File: src/rtl/exu_pkg.sv
`default_nettype none

package exu_pkg;

    localparam int XLEN      = 32;
    localparam int REG_AW    = 5;
    localparam int SHAMT_W   = $clog2(XLEN);
    localparam int WDT_LIMIT = 16;
    localparam int WDT_CNT_W = $clog2(WDT_LIMIT + 1);

    // only OKAY is treated as success, every other code is a bus error
    localparam logic [1:0] RESP_OKAY = 2'b00;

    typedef enum logic [3:0] {
        ADD,
        SUB,
        AND,
        OR,
        XOR,
        SLL,
        SRL,
        SRA,
        SLT,
        SLTU
    } alu_op_e;

    typedef enum logic [3:0] {
        NONE,
        BEQ,
        BNE,
        BLT,
        BGE,
        BLTU,
        BGEU,
        JAL,
        JALR
    } br_op_e;

    typedef enum logic [1:0] {
        BYTE,
        HALF,
        WORD
    } mem_size_e;

    typedef struct packed {
        alu_op_e             alu_op;
        logic [XLEN-1:0]     src1;
        logic [XLEN-1:0]     src2;
        br_op_e              br_op;
        logic [XLEN-1:0]     pc;
        logic [XLEN-1:0]     imm;
        logic                mem_ren;
        logic                mem_wen;
        mem_size_e           mem_size;
        logic                mem_unsigned;
        logic [XLEN-1:0]     store_data;
        logic [REG_AW-1:0]   rd;
    } exu_req_t;

    typedef struct packed {
        logic                reg_wen;
        logic [REG_AW-1:0]   rd;
        logic [XLEN-1:0]     wdata;
        logic                redirect;
        logic [XLEN-1:0]     target_pc;
        logic                bus_err;
    } exu_resp_t;

    // one request struct shared by the aw, w and ar channels
    typedef struct packed {
        logic [XLEN-1:0]     addr;
        logic [XLEN-1:0]     wdata;
        logic [3:0]          wstrb;
    } mem_req_t;

endpackage

`default_nettype wire

File: src/rtl/exu_alu.sv
`default_nettype none

module exu_alu (
    input  exu_pkg::alu_op_e           alu_op,
    input  logic [exu_pkg::XLEN-1:0]   src1,
    input  logic [exu_pkg::XLEN-1:0]   src2,
    output logic [exu_pkg::XLEN-1:0]   result,
    output logic                       less,
    output logic                       zero
);
    import exu_pkg::*;

    logic               signed_less;
    logic               unsigned_less;
    logic [SHAMT_W-1:0] shamt;

    assign signed_less   = $signed(src1) < $signed(src2);
    assign unsigned_less = src1 < src2;
    assign shamt         = src2[SHAMT_W-1:0];

    // branches pick SLTU for the unsigned compares, everything else compares signed
    assign less = (alu_op == SLTU) ? unsigned_less : signed_less;
    assign zero = (src1 == src2);

    always_comb begin
        case (alu_op)
            ADD:     result = src1 + src2;
            SUB:     result = src1 - src2;
            AND:     result = src1 & src2;
            OR:      result = src1 | src2;
            XOR:     result = src1 ^ src2;
            SLL:     result = src1 << shamt;
            SRL:     result = src1 >> shamt;
            SRA:     result = $unsigned($signed(src1) >>> shamt);
            SLT:     result = {{(XLEN-1){1'b0}}, signed_less};
            SLTU:    result = {{(XLEN-1){1'b0}}, unsigned_less};
            default: result = '0;
        endcase
    end

endmodule

`default_nettype wire

File: src/rtl/exu_bru.sv
`default_nettype none

module exu_bru (
    input  exu_pkg::br_op_e            br_op,
    input  logic [exu_pkg::XLEN-1:0]   pc,
    input  logic [exu_pkg::XLEN-1:0]   imm,
    input  logic [exu_pkg::XLEN-1:0]   sum,
    input  logic                       less,
    input  logic                       zero,
    output logic                       taken,
    output logic [exu_pkg::XLEN-1:0]   target,
    output logic [exu_pkg::XLEN-1:0]   link
);
    import exu_pkg::*;

    always_comb begin
        case (br_op)
            BEQ:       taken = zero;
            BNE:       taken = !zero;
            BLT, BLTU: taken = less;
            BGE, BGEU: taken = !less;
            JAL, JALR: taken = 1'b1;
            default:   taken = 1'b0;
        endcase
    end

    // jalr takes rs1 + imm from the ALU and drops bit 0
    assign target = (br_op == JALR) ? {sum[XLEN-1:1], 1'b0} : pc + imm;
    assign link   = pc + XLEN'(4);

endmodule

`default_nettype wire

File: src/rtl/lsu_align.sv
`default_nettype none

module lsu_align (
    input  logic [1:0]                 addr_lo,
    input  exu_pkg::mem_size_e         size,
    input  logic                       is_unsigned,
    input  logic [exu_pkg::XLEN-1:0]   store_data,
    input  logic [exu_pkg::XLEN-1:0]   load_word,
    output logic [exu_pkg::XLEN-1:0]   wdata,
    output logic [3:0]                 wstrb,
    output logic [exu_pkg::XLEN-1:0]   load_value
);
    import exu_pkg::*;

    logic [XLEN-1:0] byte_lane;
    logic [XLEN-1:0] half_lane;

    // store data is copied into every lane, the strobe selects the one that counts
    always_comb begin
        case (size)
            BYTE: begin
                wdata = {4{store_data[7:0]}};
                wstrb = 4'b0001 << addr_lo;
            end
            HALF: begin
                wdata = {2{store_data[15:0]}};
                wstrb = addr_lo[1] ? 4'b1100 : 4'b0011;
            end
            default: begin
                wdata = store_data;
                wstrb = 4'b1111;
            end
        endcase
    end

    assign byte_lane = load_word >> {addr_lo, 3'b000};
    assign half_lane = load_word >> {addr_lo[1], 4'b0000};

    always_comb begin
        case (size)
            BYTE:    load_value = {{(XLEN-8){byte_lane[7] & !is_unsigned}}, byte_lane[7:0]};
            HALF:    load_value = {{(XLEN-16){half_lane[15] & !is_unsigned}}, half_lane[15:0]};
            default: load_value = load_word;
        endcase
    end

endmodule

`default_nettype wire

File: src/rtl/bus_watchdog.sv
`default_nettype none

module bus_watchdog (
    input  logic clk,
    input  logic rst_n,
    input  logic enable,
    output logic expired
);
    import exu_pkg::*;

    logic [WDT_CNT_W-1:0] count;

    // the count saturates at the limit so expired stays up until enable drops
    always_ff @(posedge clk or negedge rst_n) begin
        if (!rst_n) begin
            count <= '0;
        end else if (!enable) begin
            count <= '0;
        end else if (count != WDT_CNT_W'(WDT_LIMIT)) begin
            count <= count + 1'b1;
        end
    end

    assign expired = enable && (count == WDT_CNT_W'(WDT_LIMIT));

endmodule

`default_nettype wire

File: src/rtl/lsu_fsm.sv
`default_nettype none

module lsu_fsm (
    input  logic                       clk,
    input  logic                       rst_n,
    input  logic                       id_valid,
    input  exu_pkg::exu_req_t          id_req,
    input  logic                       wb_ready,
    input  logic [exu_pkg::XLEN-1:0]   alu_result,
    input  logic                       br_taken,
    input  logic [exu_pkg::XLEN-1:0]   br_target,
    input  logic [exu_pkg::XLEN-1:0]   br_link,
    input  logic [exu_pkg::XLEN-1:0]   load_value,
    input  logic                       expired,
    input  logic                       aw_ready,
    input  logic                       w_ready,
    input  logic                       b_valid,
    input  logic [1:0]                 b_resp,
    input  logic                       ar_ready,
    input  logic                       r_valid,
    input  logic [1:0]                 r_resp,
    output logic                       ex_ready,
    output logic                       ex_valid,
    output exu_pkg::exu_resp_t         ex_resp,
    output exu_pkg::exu_req_t          held_req,
    output logic                       aw_valid,
    output logic                       w_valid,
    output logic                       b_ready,
    output logic                       ar_valid,
    output logic                       r_ready,
    output logic                       wd_enable
);
    import exu_pkg::*;

    typedef enum logic [2:0] {IDLE, EXEC, WRITE, WRESP, READ, RRESP, HOLD} state_e;

    state_e    state;
    state_e    state_d;
    logic      aw_valid_d;
    logic      w_valid_d;
    logic      resp_load;
    exu_resp_t resp_d;
    logic      is_jump;
    logic      writes_rd;
    logic      r_ok;

    assign is_jump   = (held_req.br_op == JAL) || (held_req.br_op == JALR);
    assign writes_rd = (held_req.rd != '0) && ((held_req.br_op == NONE) || is_jump);
    assign r_ok      = (r_resp == RESP_OKAY);

    assign ex_ready  = (state == IDLE);
    assign ex_valid  = (state == HOLD);
    assign ar_valid  = (state == READ);
    assign b_ready   = (state == WRESP);
    assign r_ready   = (state == RRESP);
    assign wd_enable = (state == WRITE) || (state == WRESP) ||
                       (state == READ) || (state == RRESP);

    always_comb begin
        state_d    = state;
        aw_valid_d = aw_valid && !aw_ready;
        w_valid_d  = w_valid && !w_ready;
        resp_load  = 1'b0;
        resp_d     = '0;
        resp_d.rd  = held_req.rd;
        case (state)
            IDLE: begin
                if (id_valid) begin
                    state_d = EXEC;
                end
            end
            EXEC: begin
                if (held_req.mem_wen) begin
                    state_d    = WRITE;
                    aw_valid_d = 1'b1;
                    w_valid_d  = 1'b1;
                end else if (held_req.mem_ren) begin
                    state_d = READ;
                end else begin
                    state_d          = HOLD;
                    resp_load        = 1'b1;
                    resp_d.reg_wen   = writes_rd;
                    resp_d.wdata     = is_jump ? br_link : alu_result;
                    resp_d.redirect  = br_taken;
                    resp_d.target_pc = br_taken ? br_target : '0;
                end
            end
            WRITE: begin
                // aw and w may complete in either order
                if (!aw_valid_d && !w_valid_d) begin
                    state_d = WRESP;
                end
            end
            WRESP: begin
                if (b_valid) begin
                    state_d        = HOLD;
                    resp_load      = 1'b1;
                    resp_d.bus_err = (b_resp != RESP_OKAY);
                end
            end
            READ: begin
                if (ar_ready) begin
                    state_d = RRESP;
                end
            end
            RRESP: begin
                if (r_valid) begin
                    state_d        = HOLD;
                    resp_load      = 1'b1;
                    resp_d.reg_wen = r_ok && (held_req.rd != '0);
                    resp_d.wdata   = r_ok ? load_value : '0;
                    resp_d.bus_err = !r_ok;
                end
            end
            HOLD: begin
                if (wb_ready) begin
                    state_d = IDLE;
                end
            end
            default: state_d = IDLE;
        endcase

        // a response arriving in the expiry cycle still wins
        if (wd_enable && expired && !resp_load) begin
            state_d        = HOLD;
            aw_valid_d     = 1'b0;
            w_valid_d      = 1'b0;
            resp_load      = 1'b1;
            resp_d         = '0;
            resp_d.rd      = held_req.rd;
            resp_d.bus_err = 1'b1;
        end
    end

    always_ff @(posedge clk or negedge rst_n) begin
        if (!rst_n) begin
            state    <= IDLE;
            aw_valid <= 1'b0;
            w_valid  <= 1'b0;
        end else begin
            state    <= state_d;
            aw_valid <= aw_valid_d;
            w_valid  <= w_valid_d;
        end
    end

    always_ff @(posedge clk) begin
        if (ex_ready && id_valid) begin
            held_req <= id_req;
        end
        if (resp_load) begin
            ex_resp <= resp_d;
        end
    end

endmodule

`default_nettype wire

File: src/rtl/exu.sv
`default_nettype none

module exu (
    input  logic                       clk,
    input  logic                       rst_n,
    input  logic                       id_valid,
    input  exu_pkg::exu_req_t          id_req,
    output logic                       ex_ready,
    output logic                       ex_valid,
    output exu_pkg::exu_resp_t         ex_resp,
    input  logic                       wb_ready,
    output exu_pkg::mem_req_t          mem_req,
    output logic                       aw_valid,
    input  logic                       aw_ready,
    output logic                       w_valid,
    input  logic                       w_ready,
    input  logic                       b_valid,
    output logic                       b_ready,
    input  logic [1:0]                 b_resp,
    output logic                       ar_valid,
    input  logic                       ar_ready,
    input  logic                       r_valid,
    output logic                       r_ready,
    input  logic [exu_pkg::XLEN-1:0]   r_data,
    input  logic [1:0]                 r_resp
);
    import exu_pkg::*;

    exu_req_t        held_req;
    logic [XLEN-1:0] alu_result;
    logic            alu_less;
    logic            alu_zero;
    logic            br_taken;
    logic [XLEN-1:0] br_target;
    logic [XLEN-1:0] br_link;
    logic [XLEN-1:0] st_wdata;
    logic [3:0]      st_wstrb;
    logic [XLEN-1:0] load_value;
    logic            wd_enable;
    logic            wd_expired;

    exu_alu u_alu (
        .alu_op (held_req.alu_op),
        .src1   (held_req.src1  ),
        .src2   (held_req.src2  ),
        .result (alu_result     ),
        .less   (alu_less       ),
        .zero   (alu_zero       )
    );

    exu_bru u_bru (
        .br_op  (held_req.br_op),
        .pc     (held_req.pc   ),
        .imm    (held_req.imm  ),
        .sum    (alu_result    ),
        .less   (alu_less      ),
        .zero   (alu_zero      ),
        .taken  (br_taken      ),
        .target (br_target     ),
        .link   (br_link       )
    );

    // the ALU sum doubles as the load/store address
    lsu_align u_align (
        .addr_lo     (alu_result[1:0]      ),
        .size        (held_req.mem_size    ),
        .is_unsigned (held_req.mem_unsigned),
        .store_data  (held_req.store_data  ),
        .load_word   (r_data               ),
        .wdata       (st_wdata             ),
        .wstrb       (st_wstrb             ),
        .load_value  (load_value           )
    );

    assign mem_req = '{addr: alu_result, wdata: st_wdata, wstrb: st_wstrb};

    bus_watchdog u_wdt (
        .clk     (clk       ),
        .rst_n   (rst_n     ),
        .enable  (wd_enable ),
        .expired (wd_expired)
    );

    lsu_fsm u_fsm (
        .clk        (clk       ),
        .rst_n      (rst_n     ),
        .id_valid   (id_valid  ),
        .id_req     (id_req    ),
        .wb_ready   (wb_ready  ),
        .alu_result (alu_result),
        .br_taken   (br_taken  ),
        .br_target  (br_target ),
        .br_link    (br_link   ),
        .load_value (load_value),
        .expired    (wd_expired),
        .aw_ready   (aw_ready  ),
        .w_ready    (w_ready   ),
        .b_valid    (b_valid   ),
        .b_resp     (b_resp    ),
        .ar_ready   (ar_ready  ),
        .r_valid    (r_valid   ),
        .r_resp     (r_resp    ),
        .ex_ready   (ex_ready  ),
        .ex_valid   (ex_valid  ),
        .ex_resp    (ex_resp   ),
        .held_req   (held_req  ),
        .aw_valid   (aw_valid  ),
        .w_valid    (w_valid   ),
        .b_ready    (b_ready   ),
        .ar_valid   (ar_valid  ),
        .r_ready    (r_ready   ),
        .wd_enable  (wd_enable )
    );

endmodule

`default_nettype wire

File: config.mk
export PLATFORM = sky130hd
export DESIGN_NAME = exu
export DESIGN_NICKNAME = d
export VERILOG_FILES = /design/src/rtl/exu_pkg.sv /design/src/rtl/exu_alu.sv /design/src/rtl/exu_bru.sv /design/src/rtl/lsu_align.sv /design/src/rtl/bus_watchdog.sv /design/src/rtl/lsu_fsm.sv /design/src/rtl/exu.sv
export SDC_FILE = /design/constraint.sdc
export NUM_CORES = 1
export LEC_CHECK = 0
export BUFFER_PORTS_ARGS = -buffer_cell sky130_fd_sc_hd__buf_2
export CORE_MARGIN = 5
export CORE_UTILIZATION = 50
export CTS_CLUSTER_SIZE = 20
export DETAILED_ROUTE_END_ITERATION = 6
export PLACE_DENSITY_LB_ADDON = 0.12
export SLEW_MARGIN = 0
export SYNTH_ARGS = -nofsm -noshare
export SYNTH_HDL_FRONTEND = slang
export SYNTH_SLANG_ARGS = --single-unit
File: constraint.sdc
create_clock -name clk -period 8.84 [get_ports clk]
set_input_delay 0.884 -clock clk [delete_from_list [all_inputs] [get_ports clk]]
set_output_delay 0.884 -clock clk [all_outputs]
set_load 0.005 [all_outputs]
==> metrics.yaml <==
worst_setup_path:
  startpoint: "u_fsm.held_req[114]$_DFFE_PP_"
  setup.worst_path.class: "flip-flop to primary output"
  r2r_start: "u_fsm.held_req[114]$_DFFE_PP_"
  cp-end-kind: "primary output"
  worstPathArrival_ns: 5.88
  path_max_fanout: 28
  crit_required_ns: 7.96
  critPathLaunchType: "flip-flop"
grt:
  grt_max_degree: 71
  grt_pass1_wl_um: 125000
  grt_pass1_vias: 19133
  track_usage: 0.349
  globalRouteOverflowTotal: 0
  grt_use_met2: 0.533
  antenna_found_initial: 6
  gr-usage-met3: 0.0727
  grt-busiest-layer: "met2"
  use_met1: 0.507
timing:
  fin_skew_ns: 0.0268
  tightest_slew_ns: 1.25
  fin_crit_sh: 0.765
  slew_viol_final: 0
  setup_viol: 0
  hold_slack_ns: 0.120
  rsz0062_at_grt: "false"
  finalWorstSetupSlack_ns: 2.08
  slew_headroom: 0.161
  clock.fmax_ghz: 0.148
  finalSetupTns_ns: 0
  hold_viol_final: 0
  fin_crit_ns: 6.76
hold_path:
  hp-class: "input pin to asynchronous set/reset pin"
pwr:
  cellLeakagePower_nw: 9.81
  peakVddDrop_mv: 0.177
  power.density_mw_per_mm2: 225
  p_total_w: 0.00545
synth:
  syn_nets: 2599
  yosys.area.top_type: "edfxtp_1"
  synth_area_leaders: "edfxtp_1 36%, ha_1 7.8%, mux4_2 5.7%, a21oi_1 4.4%, nor2_1 4.2%"
  synth.yosys.warnings: 0
  synth_fa_ha_area_frac: 0.0805
  synth_cells: 2242
  synthFlopType: "edfxtp_1"
  syn_area_per_cell_um2: 9.41
  synth.top_cell.area_share: 0.356
  yosys.cell_types.count: 89
  synth.area.mux_share: 0.113
  synth_edf_count: 250
  mappedNetlistArea_mm2: 0.0211
  synthXorXnorAreaFrac: 0.0245
  synth-async-reset-ratio: 0.0385
  ys_ff_latch: 260
  synth-simple-area-share: 0.141
  synth_top_family_by_area: "compound AO/OA/AOI/OAI gates"
  ys_seq_area_frac: 0.368
  synth_compound_area_frac: 0.220
route:
  drt_wl_total_um: 85600
  wl_per_cell_um: 27.7
  drc: 0
  dr.pass1.iters: 6
  dr.first_iter.drc_count: 2811
  ant_nets: 0
  vias_per_cell: 6.61
  vias: 20445
flow_run:
  max-cap-violations: 0
cts:
  clock-sinks: 260
  clk_pin_slew_ns: 0.07
  clockBufferDepth: 3
  cts_tree: "built"
  root_buffer: "clkbuf_16"
  htreeDepth: 1
  cts_hold_buf: 0
  cts-buffers-inserted: 29
  clk_latency_ns: 0.61
  cts_setup_buffers: 0
  postCtsResizedCells: 0
placement:
  globalplace.congestion: 1.07
  post-place-ws_ns: 2.95
  port-buffer-count: 369
  placed_area_mm2: 0.0233
  dp_hpwl_um: 66100
floorplan:
  ios: 370
  coreArea_mm2: 0.0419
  die_x_um: 215
  die-area_mm2: 0.0464
  fp-row-count: 75
  initial_utilization: 0.504
  die_y_um: 215
finish:
  final_layout_size_suffix_gt1_frac: 0.224
  multi_input_area_mm2: 0.0123
  fin_nets: 2886
  fin_area_mm2: 0.0242
  final-seq-area_mm2: 0.00776
  fill_cells: 3713
  syn2layout_area_growth_pct: 14.7
status:
  status: "finished, final reports clean"
## logic make-up after synthesis
group,count (synthesis)
flops,260
simple gates,641
xor+xnor,59
buf+inv,275
mux,167
compound gates,706
fa+ha+maj,134
## synthesized netlist by cell type, types with 48 or more instances
| cell type | number |
|---|---|
| nand3_1 | 48 |
| a21oi_1 | 186 |
| o21ai_0 | 175 |
| nand2_1 | 153 |
| nor3_1 | 55 |
| mux2i_1 | 76 |
| mux4_2 | 53 |
| inv_1 | 125 |
| ha_1 | 131 |
| clkbuf_1 | 104 |
| edfxtp_1 | 250 |
| nor2_1 | 235 |
## through the flow
stage	instances	util
global route	3093	0.578
CTS	3090	0.578
detailed placement	3037	0.557
floorplan	2242	-
finish	3093	0.578
global placement	3037	0.557
## layout by cell type, fill, tap and decap left out, types with 19 or more instances in the layout
cell type  instances
buf_2            369
edfxtp_1         250
nor2_1           235
a21oi_1          186
o21ai_0          174
nand2_1          153
ha_1             131
inv_1            125
mux2i_1           76
nor3_1            53
mux4_2            53
nand3_1           48
mux2_2            38
a211oi_1          35
xnor2_1           33
buf_4             33
clkbuf_16         29
nand2b_1          26
xor2_1            26
o21bai_1          23
o221ai_1          23
o21a_1            22
nor2b_1           21
a221o_1           20
or3_1             20
o22ai_1           20
a221oi_1          19
## state kept, by name, summed over array words and instances, names as in the netlist
name and flops:
u_fsm.held_req 178, u_fsm.ex_resp 72, u_wdt.count 5, u_fsm.state 3
u_fsm.aw_valid 1, u_fsm.w_valid 1
## path summary, 6_finish.rpt
kind / to / slack (ns) / depth (start not counted)
max in group asynchronous: u_fsm.aw_valid$_DFF_PN0_ / 8.52 / 1
setup reg to reg: u_fsm.ex_resp[1]$_SDFFCE_PP0P_ / 3.04 / 13
setup / recovery: mem_req[46] / 2.08 / 11
min in group clk: u_fsm.held_req[160]$_DFFE_PP_ / 0.44 / 1
hold / removal: u_fsm.state[0]$_DFFE_PN0P_ / 0.12 / 1
hold reg to reg: u_fsm.ex_resp[66]$_DFFE_PP_ / 0.45 / 0
## worst max-delay path: stages, from the launching register on
cell and delay [ns]:
edfxtp_1 1.02, inv_1 0.72, ha_1 0.72, nor4_1 0.10, o31a_1 0.15, nor3_1 0.51
o311ai_1 0.25, a221o_1 0.40, o21a_1 0.23, a211oi_1 0.85, inv_1 0.13, buf_2 0.17
## report_power, final
group          internal (W)  total [W]  switching (W)
clock              0.000664    0.00118       0.000518
sequential          0.00163    0.00182       0.000196
combinational      0.000873    0.00244        0.00157
## final cells by class
type | instances | area share
clock inverter | 14 | 0.00563
clock buffer | 39 | 0.0315
multi-input combinational | 1707 | 0.508
tap | 539 | 0.0279
inverter | 129 | 0.0200
timing repair buffer | 402 | 0.0865
sequential | 260 | 0.320
antenna | 3 | 0.000310
## layer usage
| metal | vias to the layer above | share of wire |
|---|---|---|
| li1 | 9031 | - |
| met1 | 9947 | 0.42 |
| met2 | 1278 | 0.44 |
| met3 | 185 | 0.11 |
| met4 | 4 | 0.035 |
| met5 | - | 0.00041 |
No activity file was read; power rests on OpenSTA's default activity.
